`config.mk`:
```
export PLATFORM = sky130hd
export DESIGN_NAME = player_display
export DESIGN_NICKNAME = d
export VERILOG_FILES = /design/src/hdl/tft_pkg.sv /design/src/hdl/tft_byte_if.sv /design/src/hdl/sprite_rotator.sv /design/src/hdl/sprite_rom.sv /design/src/hdl/player_drawer.sv /design/src/hdl/tft_spi_tx.sv /design/src/hdl/player_display.sv
export SDC_FILE = /design/constraint.sdc
export NUM_CORES = 1
export LEC_CHECK = 0
export BUFFER_PORTS_ARGS = -buffer_cell sky130_fd_sc_hd__buf_2
export CAP_MARGIN = 40
export CORE_ASPECT_RATIO = 1.4
export CORE_MARGIN = 2
export CORE_UTILIZATION = 65
export CTS_BUF_LIST = sky130_fd_sc_hd__clkbuf_16
export CTS_CLUSTER_SIZE = 40
export DETAILED_ROUTE_END_ITERATION = 16
export PLACE_DENSITY = 0.82
export SKIP_LAST_GASP = 1
export SLEW_MARGIN = 30
export SYNTH_ARGS = -nofsm -noshare
export SYNTH_HDL_FRONTEND = slang
export SYNTH_SLANG_ARGS = --single-unit
```
`constraint.sdc`:
```
create_clock -name clk -period 7.1 [get_ports clk]
set_input_delay 1.42 -clock clk [delete_from_list [all_inputs] [get_ports clk]]
set_output_delay 1.42 -clock clk [all_outputs]
set_load 0.05 [all_outputs]
```
`src/hdl/tft_pkg.sv`:
```
// TFT player package with display opcodes, heading and drawer state types, and coordinate width.
package tft_pkg;

    // ------------------------------
    // Geometry
    // ------------------------------

    localparam int coord_w = 9;  // Covers columns and pages 0 to 319.

    // ------------------------------
    // Encodings
    // ------------------------------

    typedef enum logic [7:0] {
        cmd_caset = 8'h2a,  // Column address set.
        cmd_paset = 8'h2b,  // Page address set.
        cmd_ramwr = 8'h2c   // Memory write.
    } tft_cmd_e;

    typedef enum logic [1:0] {
        dir_right,
        dir_down,
        dir_left,
        dir_up
    } dir_e;

    typedef enum logic [1:0] {
        st_idle,
        st_window,
        st_pixels,
        st_next
    } draw_state_e;

endpackage

```
`src/hdl/tft_byte_if.sv`:
```
// Display byte link between the sprite drawer and the SPI transmitter.
`timescale 1ns/1ps

interface tft_byte_if;

    logic       transmit;  // One-cycle strobe.
    logic       dc;        // Low for a command, high for an argument or pixel.
    logic [7:0] data;
    logic       busy;

    modport master (
        output transmit,
        output dc,
        output data,
        input  busy
    );

    modport slave (
        input  transmit,
        input  dc,
        input  data,
        output busy
    );

endinterface

```
`src/hdl/sprite_rotator.sv`:
```
// Sprite rotator mapping a window pixel and a heading to a bitmap bit index.
`timescale 1ns/1ps

module sprite_rotator import tft_pkg::*; #(
    parameter int sprite_size = 22
) (
    input  logic [$clog2(sprite_size)-1:0]              col,
    input  logic [$clog2(sprite_size)-1:0]              row,
    input  dir_e                                        heading,
    output logic [$clog2(sprite_size*sprite_size)-1:0]  index
);

    localparam int cnt_w = $clog2(sprite_size);
    localparam int idx_w = $clog2(sprite_size * sprite_size);
    localparam logic [cnt_w-1:0] last = cnt_w'(sprite_size - 1);

    logic [cnt_w-1:0] src_col;
    logic [cnt_w-1:0] src_row;
    logic [idx_w-1:0] linear;

    always_comb begin
        src_col = col;  // Facing right is the stored orientation.
        src_row = row;
        case (heading)
            dir_left: src_col = last - col;
            dir_down: begin
                src_col = row;
                src_row = col;
            end
            dir_up: begin
                src_col = row;
                src_row = last - col;
            end
            default: ;
        endcase
    end

    // Row 0 sits in the most significant bits of the bitmap.
    assign linear = idx_w'(src_row) * idx_w'(sprite_size) + idx_w'(src_col);
    assign index  = idx_w'(sprite_size * sprite_size - 1) - linear;

endmodule

```
`src/hdl/sprite_rom.sv`:
```
// Sprite ROM holding the three mouth frames of the player bitmap.
`timescale 1ns/1ps

module sprite_rom #(
    parameter int sprite_size = 22
) (
    input  logic [1:0]                                  frame,
    input  logic [$clog2(sprite_size*sprite_size)-1:0]  index,
    output logic                                        lit
);

    localparam int bits = sprite_size * sprite_size;

    // Closed mouth, eye only.
    localparam logic [bits-1:0] frame_closed = {
        22'b0000000111111110000000,
        22'b0000011111111111100000,
        22'b0000111111111111110000,
        22'b0001111111111111111000,
        22'b0011111111111111111100,
        22'b0111111111110011111110,
        22'b0111111111110011111110,
        22'b1111111111111111111111,
        22'b1111111111111111111111,
        22'b1111111111111111111111,
        22'b1111111111111111111111,
        22'b1111111111111111111111,
        22'b1111111111111111111111,
        22'b1111111111111111111111,
        22'b1111111111111111111111,
        22'b0111111111111111111110,
        22'b0111111111111111111110,
        22'b0011111111111111111100,
        22'b0001111111111111111000,
        22'b0000111111111111110000,
        22'b0000011111111111100000,
        22'b0000000111111110000000
    };

    localparam logic [bits-1:0] frame_half = {
        22'b0000000111111110000000,
        22'b0000011111111111100000,
        22'b0000111111111111110000,
        22'b0001111111111111111000,
        22'b0011111111111111111100,
        22'b0111111111110011111110,
        22'b0111111111110011111110,
        22'b1111111111111111111110,
        22'b1111111111111111110000,
        22'b1111111111111110000000,
        22'b1111111111110000000000,
        22'b1111111111110000000000,
        22'b1111111111111110000000,
        22'b1111111111111111110000,
        22'b1111111111111111111110,
        22'b0111111111111111111110,
        22'b0111111111111111111110,
        22'b0011111111111111111100,
        22'b0001111111111111111000,
        22'b0000111111111111110000,
        22'b0000011111111111100000,
        22'b0000000111111110000000
    };

    localparam logic [bits-1:0] frame_wide = {
        22'b0000000111111110000000,
        22'b0000011111111111100000,
        22'b0000111111111111110000,
        22'b0001111111111111111000,
        22'b0011111111111111111100,
        22'b0111111111110011111100,
        22'b0111111111110011111000,
        22'b1111111111111111100000,
        22'b1111111111111110000000,
        22'b1111111111111000000000,
        22'b1111111111100000000000,
        22'b1111111111100000000000,
        22'b1111111111111000000000,
        22'b1111111111111110000000,
        22'b1111111111111111100000,
        22'b0111111111111111111000,
        22'b0111111111111111111100,
        22'b0011111111111111111100,
        22'b0001111111111111111000,
        22'b0000111111111111110000,
        22'b0000011111111111100000,
        22'b0000000111111110000000
    };

    always_comb begin
        case (frame)
            2'd0:    lit = frame_closed[index];
            2'd2:    lit = frame_wide[index];
            default: lit = frame_half[index];  // Frame 3 reuses the half-open mouth.
        endcase
    end

endmodule

```
`src/hdl/player_drawer.sv`:
```
// Player drawer that erases the uncovered old box and writes the rotated sprite window.
`timescale 1ns/1ps

module player_drawer import tft_pkg::*; #(
    parameter int sprite_size = 22
) (
    input  logic                            clk,
    input  logic                            rst,
    input  logic                            draw,
    input  logic [coord_w-1:0]              x,
    input  logic [coord_w-1:0]              y,
    input  dir_e                            direction,
    input  logic                            lit,
    output logic                            busy,
    output logic [$clog2(sprite_size)-1:0]  col,
    output logic [$clog2(sprite_size)-1:0]  row,
    output dir_e                            heading,
    output logic [1:0]                      frame,
    tft_byte_if.master                      tft
);

    localparam logic [coord_w-1:0] span = coord_w'(sprite_size - 1);
    localparam logic [coord_w-1:0] size = coord_w'(sprite_size);

    draw_state_e        state;
    logic [11:0]        draw_cnt;
    logic [coord_w-1:0] old_x;
    logic [coord_w-1:0] old_y;
    logic [coord_w-1:0] new_x;
    logic [coord_w-1:0] new_y;
    logic [coord_w-1:0] x_min;
    logic [coord_w-1:0] x_max;
    logic [coord_w-1:0] y_min;
    logic [coord_w-1:0] y_max;
    logic               erasing;
    logic [3:0]         step;
    logic [1:0]         sub;
    logic               can_send;
    logic [coord_w-1:0] dist_x;
    logic [coord_w-1:0] dist_y;
    logic               same_x;
    logic               same_y;
    logic               last_col;
    logic               last_row;
    logic [7:0]         win_byte;
    logic               win_dc;
    logic [7:0]         px_byte;

    function automatic logic [7:0] hi_byte(input logic [coord_w-1:0] v);
        return 8'(v >> 8);
    endfunction

    // ------------------------------
    // Window and pixel decode
    // ------------------------------

    assign can_send = !tft.busy && !tft.transmit;
    assign same_x   = (x == old_x);
    assign same_y   = (y == old_y);
    assign dist_x   = (x > old_x) ? x - old_x : old_x - x;
    assign dist_y   = (y > old_y) ? y - old_y : old_y - y;
    assign last_col = (coord_w'(col) == x_max - x_min);
    assign last_row = (coord_w'(row) == y_max - y_min);
    assign frame    = (draw_cnt[11:10] == 2'd3) ? 2'd1 : draw_cnt[11:10];

    assign win_dc  = !(step == 4'd0 || step == 4'd5 || step == 4'd10);
    assign px_byte = (erasing || !lit || sub == 2'd2) ? 8'h00 : 8'hff;  // Yellow is FF,FF,00.

    always_comb begin
        case (step)
            4'd0:    win_byte = cmd_caset;
            4'd1:    win_byte = hi_byte(x_min);
            4'd2:    win_byte = x_min[7:0];
            4'd3:    win_byte = hi_byte(x_max);
            4'd4:    win_byte = x_max[7:0];
            4'd5:    win_byte = cmd_paset;
            4'd6:    win_byte = hi_byte(y_min);
            4'd7:    win_byte = y_min[7:0];
            4'd8:    win_byte = hi_byte(y_max);
            4'd9:    win_byte = y_max[7:0];
            default: win_byte = cmd_ramwr;
        endcase
    end

    // ------------------------------
    // Sequencer
    // ------------------------------

    always_ff @(posedge clk) begin
        if (rst) begin
            state        <= st_idle;
            busy         <= 1'b0;
            tft.transmit <= 1'b0;
            draw_cnt     <= '0;
            old_x        <= coord_w'(5);
            old_y        <= coord_w'(5);
            erasing      <= 1'b0;
            step         <= '0;
            sub          <= '0;
            col          <= '0;
            row          <= '0;
        end else begin
            tft.transmit <= 1'b0;
            case (state)
                st_idle: begin
                    if (draw) begin
                        busy     <= 1'b1;
                        draw_cnt <= draw_cnt + 12'd1;
                        heading  <= direction;
                        new_x    <= x;
                        new_y    <= y;
                        step     <= '0;
                        erasing  <= !(same_x && same_y);
                        state    <= st_window;
                        x_min    <= old_x;  // Whole old box unless a strip is enough.
                        x_max    <= old_x + span;
                        y_min    <= old_y;
                        y_max    <= old_y + span;
                        if (same_x && !same_y && dist_y < size) begin
                            if (y > old_y) begin
                                y_max <= y - 1'b1;
                            end else begin
                                y_min <= y + size;
                            end
                        end else if (same_y && !same_x && dist_x < size) begin
                            if (x > old_x) begin
                                x_max <= x - 1'b1;
                            end else begin
                                x_min <= x + size;
                            end
                        end
                    end
                end
                st_window: begin
                    if (can_send) begin
                        tft.transmit <= 1'b1;
                        tft.dc       <= win_dc;
                        tft.data     <= win_byte;
                        if (step == 4'd10) begin
                            step  <= '0;
                            col   <= '0;
                            row   <= '0;
                            sub   <= '0;
                            state <= st_pixels;
                        end else begin
                            step <= step + 4'd1;
                        end
                    end
                end
                st_pixels: begin
                    if (can_send) begin
                        tft.transmit <= 1'b1;
                        tft.dc       <= 1'b1;
                        tft.data     <= px_byte;
                        if (sub == 2'd2) begin
                            sub <= '0;
                            if (last_col) begin
                                col <= '0;
                                if (last_row) begin
                                    state <= st_next;
                                end else begin
                                    row <= row + 1'b1;
                                end
                            end else begin
                                col <= col + 1'b1;
                            end
                        end else begin
                            sub <= sub + 2'd1;
                        end
                    end
                end
                st_next: begin
                    if (can_send) begin  // Last byte has left the transmitter.
                        if (erasing) begin
                            erasing <= 1'b0;
                            x_min   <= new_x;
                            x_max   <= new_x + span;
                            y_min   <= new_y;
                            y_max   <= new_y + span;
                            state   <= st_window;
                        end else begin
                            old_x <= new_x;
                            old_y <= new_y;
                            busy  <= 1'b0;
                            state <= st_idle;
                        end
                    end
                end
                default: state <= st_idle;
            endcase
        end
    end

endmodule

```
`src/hdl/tft_spi_tx.sv`:
```
// SPI transmitter sending one display byte MSB first with data/command select.
`timescale 1ns/1ps

module tft_spi_tx (
    input  logic       clk,
    input  logic       rst,
    tft_byte_if.slave  tft,
    output logic       spi_sclk,
    output logic       spi_mosi,
    output logic       spi_cs,
    output logic       tft_dc
);

    logic [7:0] shift_q;
    logic [2:0] bit_cnt;

    assign spi_mosi = shift_q[7];  // Moves only on the falling sclk edge.

    always_ff @(posedge clk) begin
        if (rst) begin
            tft.busy <= 1'b0;
            spi_cs   <= 1'b1;
            spi_sclk <= 1'b0;
            bit_cnt  <= '0;
        end else if (!tft.busy) begin
            if (tft.transmit) begin
                shift_q  <= tft.data;
                tft_dc   <= tft.dc;
                tft.busy <= 1'b1;
                spi_cs   <= 1'b0;
                spi_sclk <= 1'b0;
                bit_cnt  <= '0;
            end
        end else begin
            spi_sclk <= ~spi_sclk;
            if (spi_sclk) begin
                shift_q <= {shift_q[6:0], 1'b0};
                bit_cnt <= bit_cnt + 3'd1;
                if (bit_cnt == 3'd7) begin  // Eighth bit done, 16 cycles in all.
                    tft.busy <= 1'b0;
                    spi_cs   <= 1'b1;
                end
            end
        end
    end

endmodule

```
`src/hdl/player_display.sv`:
```
// Player display top level joining the drawer, rotator, sprite ROM and SPI transmitter.
`timescale 1ns/1ps

module player_display import tft_pkg::*; #(
    parameter int sprite_size = 22
) (
    input  logic               clk,
    input  logic               rst,
    input  logic               draw,
    input  logic [coord_w-1:0] x,
    input  logic [coord_w-1:0] y,
    input  dir_e               direction,
    output logic               busy,
    output logic               spi_sclk,
    output logic               spi_mosi,
    output logic               spi_cs,
    output logic               tft_dc
);

    logic [$clog2(sprite_size)-1:0]             col;
    logic [$clog2(sprite_size)-1:0]             row;
    dir_e                                       heading;
    logic [1:0]                                 frame;
    logic [$clog2(sprite_size*sprite_size)-1:0] index;
    logic                                       lit;

    tft_byte_if tft_bus ();

    player_drawer #(.sprite_size(sprite_size)) u_drawer (
        .clk(clk), .rst(rst), .draw(draw), .x(x), .y(y), .direction(direction),
        .lit(lit), .busy(busy), .col(col), .row(row), .heading(heading),
        .frame(frame), .tft(tft_bus.master)
    );

    sprite_rotator #(.sprite_size(sprite_size)) u_rotator (
        .col(col), .row(row), .heading(heading), .index(index)
    );

    sprite_rom #(.sprite_size(sprite_size)) u_rom (
        .frame(frame), .index(index), .lit(lit)
    );

    tft_spi_tx u_spi_tx (
        .clk(clk), .rst(rst), .tft(tft_bus.slave), .spi_sclk(spi_sclk),
        .spi_mosi(spi_mosi), .spi_cs(spi_cs), .tft_dc(tft_dc)
    );

endmodule

```
==> metrics.cfg, run 1 <==
[outcome]
status=finished, final reports clean

[worst_hold_path]
min_path_type=flop to flop
hold_start=u_drawer.tft.dc

[layout]
area_growth_pct=7.88
fin_cells=1603
diodes=0
nNetsFinal=1486
layout-drive-gt1-share_pct=8.71

[pwr]
p_leak_nw=4.69
p_per_area_mw_per_mm2=320
peakVddDrop_mv=0.197

[detailed_routing]
drt_iter0_drc=631
vias=10000
post_drt_wl_per_cell_um=18.4
ant_nets=0
drc=0
routed_wl_mm=29.6
vias_per_cell=6.26
drt-pass1-iter-count=5

[timing]
setup-tns-final_ns=0
finalSetupViolCount=0
fin_crit_sh_pct=80.7
drv_slew=0
hold_viol=0
grt_setup_unrepaired=false
fin_skew_ns=0.0117
fin_crit_ns=5.73
max_freq_ghz=0.174
maxSlewHeadroom_pct=46.5
tightest_slew_ns=0.802

[synthesis]
syn_area_mm2=0.0115
synth_xor_area_share_pct=8.79
ys.flop_type=edfxtp_1
synth_top_family_by_area=compound AO/OA/AOI/OAI gates
avgSynthCellArea_um2=8.44
yosys_warnings=0
synthSimpleGateAreaFrac_pct=17.6
synth-edff-count=74
synth_area_leaders=edfxtp_1, ha_1, dfxtp_1, xnor2_1, nand2_1
synth_most_common_cell=nand2_1
ys_seq_area_share_pct=29.3
synth.net_count=1490
synthCells=1358
ys_async_sr_fraction_pct=0
synth_cell_types=77
synth_mux_area_share_pct=5.08
netlist.area_leader.share_pct=19.4
synth-compound-area-share_pct=21.2
synth_top_area_cell=edfxtp_1
synth-seq-cells=131
synthTopCellsByCount=nand2_1, a21oi_1, ha_1
synth_adder_area_share_pct=12.6

[grt]
grt_pass1_wl_mm=47.6
grt_max_degree=68
grt-ovfl-total=0
grt.total_usage_pct=32.2
grt_pass1_vias=9894
antenna_found_initial=0

[floorplan]
die_h_um=161
dieArea_mm2=0.0187
num_rows=57
core_area_mm2=0.0173
initial_core_util_pct=66.1
io-pin-count=28
die_x_um=116

[place]
dpl.cell_count=1568
io_buffers=27
place.gp.congestion=1.01
place_hpwl_mm=22.3

[worst_setup_path]
critPathLaunch=u_drawer.col[1]
required_ns=7.26
crit_type=flop to flop
crit_path_end_kind=flop
worstPathArrival_ns=5.89
cp-start-kind=flop
crit_fanout=13
r2r_start=u_drawer.col[1]

[run]
cap_violations=0

[clock_tree]
h-tree-depth=4
postCtsSetupBuffers=0
path_clk_slew_ns=0.06
cts_resized=0
cts_sinks=131
clock_latency_ns=0.43
cts_max_path_buffers=2
clockRootBuffer=clkbuf_16
cts_tree=done
cts_buffers=17
postCtsHoldBufs=0

[metrics by stage]
stage	setup slack, ns	instance area [um^2]	total power, mW	hold WS [ns]	util (%)
detailed placement	1.45	11800	3.03	0.409	67.9
floorplan	1.84	11500	2.54	0.400	-
global placement	1.49	11700	3.02	0.404	67.8
finish	1.37	12400	3.96	0.420	71.4
CTS	1.41	12300	3.91	0.418	71.2
global route	0.914	12400	4.18	0.438	71.4
[layer usage]
| metal | global-route usage [%] | part of all wire [%] | vias up |
|---|---|---|---|
| li1 | - | - | 4890 |
| met5 | 0 | 0 | - |
| met3 | 4.58 | 3.8 | 114 |
| met1 | 33.7 | 37 | 4714 |
| met2 | 59.5 | 53 | 311 |
| met4 | 19.2 | 5.3 | 0 |
[cell type report]
class	count	area (um^2)
multi-input cells	1068	7520
fillers	1373	4960
flip-flops and latches	131	3360
clock buffers	18	450
inverters	93	349
well taps	236	295
repair buffers	43	258
clock inverters	14	134
[placed cells by master, fill, tap and decap left out, drive strengths merged, types with 9 or more instances in the layout]
master,count
a211oi,18
a21o,22
nand4,15
and3,13
nand2b,22
o211ai,10
nand2,148
o21a,16
buf,43
mux2,17
fa,9
inv,103
nor2,92
nor2b,15
xor2,27
mux2i,39
nor3,33
edfxtp,74
nand3,35
dfxtp,57
nor4,9
xnor2,88
or3,12
a31oi,10
ha,100
a21oi,104
clkbuf,18
o21ai,80
[state kept, by name (all words and copies together) (netlist names), 2 cells and up]
signal / count
u_drawer.col: 5
u_drawer.draw_cnt: 12
u_drawer.heading: 2
u_drawer.new_x: 9
u_drawer.new_y: 9
u_drawer.old_x: 9
u_drawer.old_y: 9
u_drawer.row: 5
u_drawer.state: 2
u_drawer.step: 4
u_drawer.sub: 2
u_drawer.tft.data: 8
u_drawer.x_max: 9
u_drawer.x_min: 9
u_drawer.y_max: 9
u_drawer.y_min: 9
u_spi_tx.bit_cnt: 3
u_spi_tx.shift_q: 8
[critical path: stages, from the launching register on]
cell	delay, ns
dfxtp_1	0.48
ha_1	0.29
a21oi_1	0.20
mux2_2	0.22
ha_1	0.24
ha_1	0.35
fa_1	0.54
inv_1	0.04
ha_1	0.27
ha_1	0.50
inv_1	0.13
o21ai_1	0.32
nand2_1	0.45
o41ai_1	0.44
a211oi_1	0.10
a2111oi_0	0.37
nor4_1	0.11
nor2_2	0.26
o21ai_0	0.15
[final timing paths]
| check | to | slack, ns | cells past startpoint |
|---|---|---|---|
| max | u_drawer.tft.data[2] | 1.37 | 18 |
| min | u_spi_tx.tft_dc | 0.42 | 0 |
| max reg2reg | u_drawer.tft.data[2] | 1.37 | 18 |
| min reg2reg | u_spi_tx.tft_dc | 0.42 | 0 |
[logic make-up (layout without fill, tap and decap cells)]
family / count (synthesis) / in the layout
DFF: 131 / 131
buffers and inverters: 159 / 168
muxes: 56 / 56
xor gates and xnor gates: 115 / 115
adders and majority gates: 110 / 110
and+or+nand+nor: 424 / 424
AOI/OAI and AO/OA: 363 / 363
[power breakdown]
part	internal, mW	switching [mW]	total [mW]
sequential	0.985	0.123	1.11
combinational	0.719	1.26	1.98
clock	0.511	0.358	0.869
total	2.21	1.74	3.96
No activity file was read; power rests on OpenSTA's default activity.
==> inputs of run 2 (changes only) <==
--- a/config.mk
+++ b/config.mk
@@ -9,11 +9,11 @@
 export CAP_MARGIN = 40
 export CORE_ASPECT_RATIO = 1.4
 export CORE_MARGIN = 2
-export CORE_UTILIZATION = 65
+export CORE_UTILIZATION = 58
 export CTS_BUF_LIST = sky130_fd_sc_hd__clkbuf_16
 export CTS_CLUSTER_SIZE = 40
 export DETAILED_ROUTE_END_ITERATION = 16
-export PLACE_DENSITY = 0.82
+export PLACE_DENSITY = 0.78
 export SKIP_LAST_GASP = 1
 export SLEW_MARGIN = 30
 export SYNTH_ARGS = -nofsm -noshare
==> constraint.sdc (replaced) <==
create_clock -name clk -period 5.1 [get_ports clk]
set_input_delay 1.02 -clock clk [delete_from_list [all_inputs] [get_ports clk]]
set_output_delay 1.02 -clock clk [all_outputs]
set_load 0.05 [all_outputs]
==> metrics.cfg, run 2 (same netlist as run 1, synthesis figures left out) <==
[timing]
fin_crit_sh_pct=96.8  ; +16 points
hold_viol=0  ; unchanged
fin_crit_ns=4.94  ; -0.796 ns
finalSetupViolCount=0  ; unchanged
fin_skew_ns=0.0122  ; +0.000545 ns
tightest_slew_ns=0.781  ; -0.0213 ns
timing.final.ws_setup_ns=0.163  ; -1.20 ns
maxSlewHeadroom_pct=47.5  ; +1.1 points
max_freq_ghz=0.203  ; +16%
drv_slew=0  ; unchanged

[worst_hold_path]
hold_start=u_drawer.tft.dc
min_path_type=flop to flop
hold_end=u_spi_tx.tft_dc
hold_path_depth=0  ; unchanged

[run]
cap_violations=0  ; unchanged

[layout]
regMostFlops=u_drawer.draw_cnt
nNetsFinal=1518  ; +2.2%
fin_util_pct=66.1  ; -5.3 points
final_common_cell=nand2_1
area_growth_pct=11.3
layout-drive-gt1-share_pct=11.8  ; +3.1 points
largest_register_ffs=12  ; unchanged
diodes=0  ; unchanged
final_cell_mix=nand2_1, a21oi_1, ha_1, inv_1, nor2_1

[clock_tree]
path_clk_slew_ns=0.07  ; about the same
cts_sinks=131  ; unchanged
clockRootBuffer=clkbuf_16
cts_buffers=17  ; unchanged
clock_latency_ns=0.43  ; about the same
postCtsHoldBufs=0  ; unchanged
h-tree-depth=4  ; unchanged
cts_tree=done
cts_max_path_buffers=2  ; unchanged

[worst_setup_path]
crit_type=flop to flop
r2r_start=u_drawer.col[1]
crit_chain=buf_4, ha_1, nand2_1, xnor2_1, a21oi_2, ha_1, inv_1, fa_1, inv_1, ha_1, xnor2_1, ha_2, xor2_4, buf_4, o311a_1, o32ai_1, a311oi_1, nor2_2, o31ai_1
r2r_cells=19  ; +1
r2r_slack_ns=0.16  ; -1.20 ns
crit_fanout=9  ; -4
crit_path_end_kind=flop
crit_cells=19  ; +1
required_ns=5.25  ; -2.01 ns
crit_buf_inv=4  ; +2
crit_top_cell=ha_1
cp-start-kind=flop
worst_path_dominant_cell_family=adder cells
worstPathArrival_ns=5.09  ; -0.80 ns
crit_path_top_delay_cell=fa_1
max_stage_delay_ns=0.54  ; about the same
reg2reg_to=u_drawer.tft.data[3]

[floorplan]
die_x_um=123  ; +5.7%
die_h_um=170  ; +5.7%
io-pin-count=28  ; unchanged
num_rows=60  ; +5.3%
initial_core_util_pct=59.4  ; -6.7 points
dieArea_mm2=0.0209  ; +12%
core_area_mm2=0.0193  ; +11%

[detailed_routing]
drt_iter0_drc=545  ; -14%
post_drt_wl_per_cell_um=18.3  ; -0.73%
drc=0  ; unchanged
drt-pass1-iter-count=5  ; unchanged
vias=10100  ; +0.90%
vias_per_cell=6.14  ; -1.8%
ant_nets=0  ; unchanged
routed_wl_mm=30.2  ; +2.0%

[outcome]
status=finished, final reports clean

[grt]
grt.total_usage_pct=29.9  ; -2.3 points
grt-ovfl-total=0  ; unchanged
antenna_found_initial=0  ; unchanged
grt_pass1_wl_mm=49.2  ; +3.3%
grt_max_degree=67  ; -1.5%
grt_pass1_vias=9921  ; +0.27%

[place]
place_hpwl_mm=22.9  ; +2.5%
place.gp.congestion=1.03  ; +2.0%
dp_slack_ns=-0.135  ; -1.58 ns
io_buffers=27  ; unchanged

[pwr]
p_leak_nw=4.86  ; +3.7%
p_per_area_mw_per_mm2=457  ; +43%
peakVddDrop_mv=0.285  ; +45%

run 2: changes by cell type in the layout (fill, tap and decap cells not counted), sizes merged:
cell and delta:
clkinv +1, buf +32, inv -1
run 2: cell type report:
class / count / area (um^2)
clock buffers: 18 / 450
clock inverters: 14 / 139
fillers: 1581 / 6540
inverters: 93 / 349
multi-input cells: 1068 / 7630
flip-flops and latches: 131 / 3360
well taps: 248 / 310
repair buffers: 75 / 515
run 2: how the worst max path moves through the flow:
| stage | startpoint | endpoint | slack [ns] |
|---|---|---|---|
| after floorplan | u_drawer.heading[0] | u_drawer.tft.data[2] | 0.04 |
| after global placement | u_drawer.col[1] | u_drawer.tft.data[5] | -0.03 |
| after detailed placement | u_drawer.col[1] | u_drawer.tft.data[2] | -0.14 |
| after CTS | u_drawer.col[1] | u_drawer.tft.data[4] | 0.01 |
| after global routing | u_drawer.col[2] | u_drawer.tft.data[4] | -0.04 |
| final | u_drawer.col[1] | u_drawer.tft.data[3] | 0.16 |
run 2: metal layers:
layer	GRT usage (%)	up-vias	routed length, um
met4	16.5	0	1720
li1	-	4945	-
met5	0	-	0
met3	4.19	117	1110
met1	31.1	4759	11100
met2	56.2	298	16200
run 2: what timing repair did:
action,in CTS,in global routing
endpoints found under the setup margin,8,8
setup buffers,0,2
pin swaps,1,2
gates cloned,0,0
resized for setup,8,18
run 2: worst register-to-register path, cell delays in order (launching register included):
cell and delay [ns]:
dfxtp_1 0.33, buf_4 0.16, ha_1 0.14, nand2_1 0.06
xnor2_1 0.26, a21oi_2 0.15, ha_1 0.29, inv_1 0.05
fa_1 0.54, inv_1 0.05, ha_1 0.33, xnor2_1 0.24
ha_2 0.38, xor2_4 0.24, buf_4 0.21, o311a_1 0.35
o32ai_1 0.35, a311oi_1 0.11, nor2_2 0.31, o31ai_1 0.12
run 2: power by group:
| part | total [mW] | internal (mW) | switching, mW |
|---|---|---|---|
| logic | 3.07 | 1.20 | 1.87 |
| clock network | 1.23 | 0.715 | 0.514 |
| registers | 1.53 | 1.37 | 0.161 |
| total | 5.83 | 3.28 | 2.54 |
run 2: metrics by stage:
stage / cell area (um^2) / total power [mW] / TNS [ns] / hold WS [ns] / instances
floorplan: 11500 / 3.55 / 0 / 0.400 / 1358
global placement: 12000 / 4.37 / -0.0956 / 0.404 / 1611
detailed placement: 12000 / 4.37 / -0.758 / 0.405 / 1611
CTS: 12600 / 5.63 / 0 / 0.411 / 1643
global route: 12800 / 6.17 / -0.155 / 0.425 / 1647
finish: 12800 / 5.83 / 0 / 0.413 / 1647
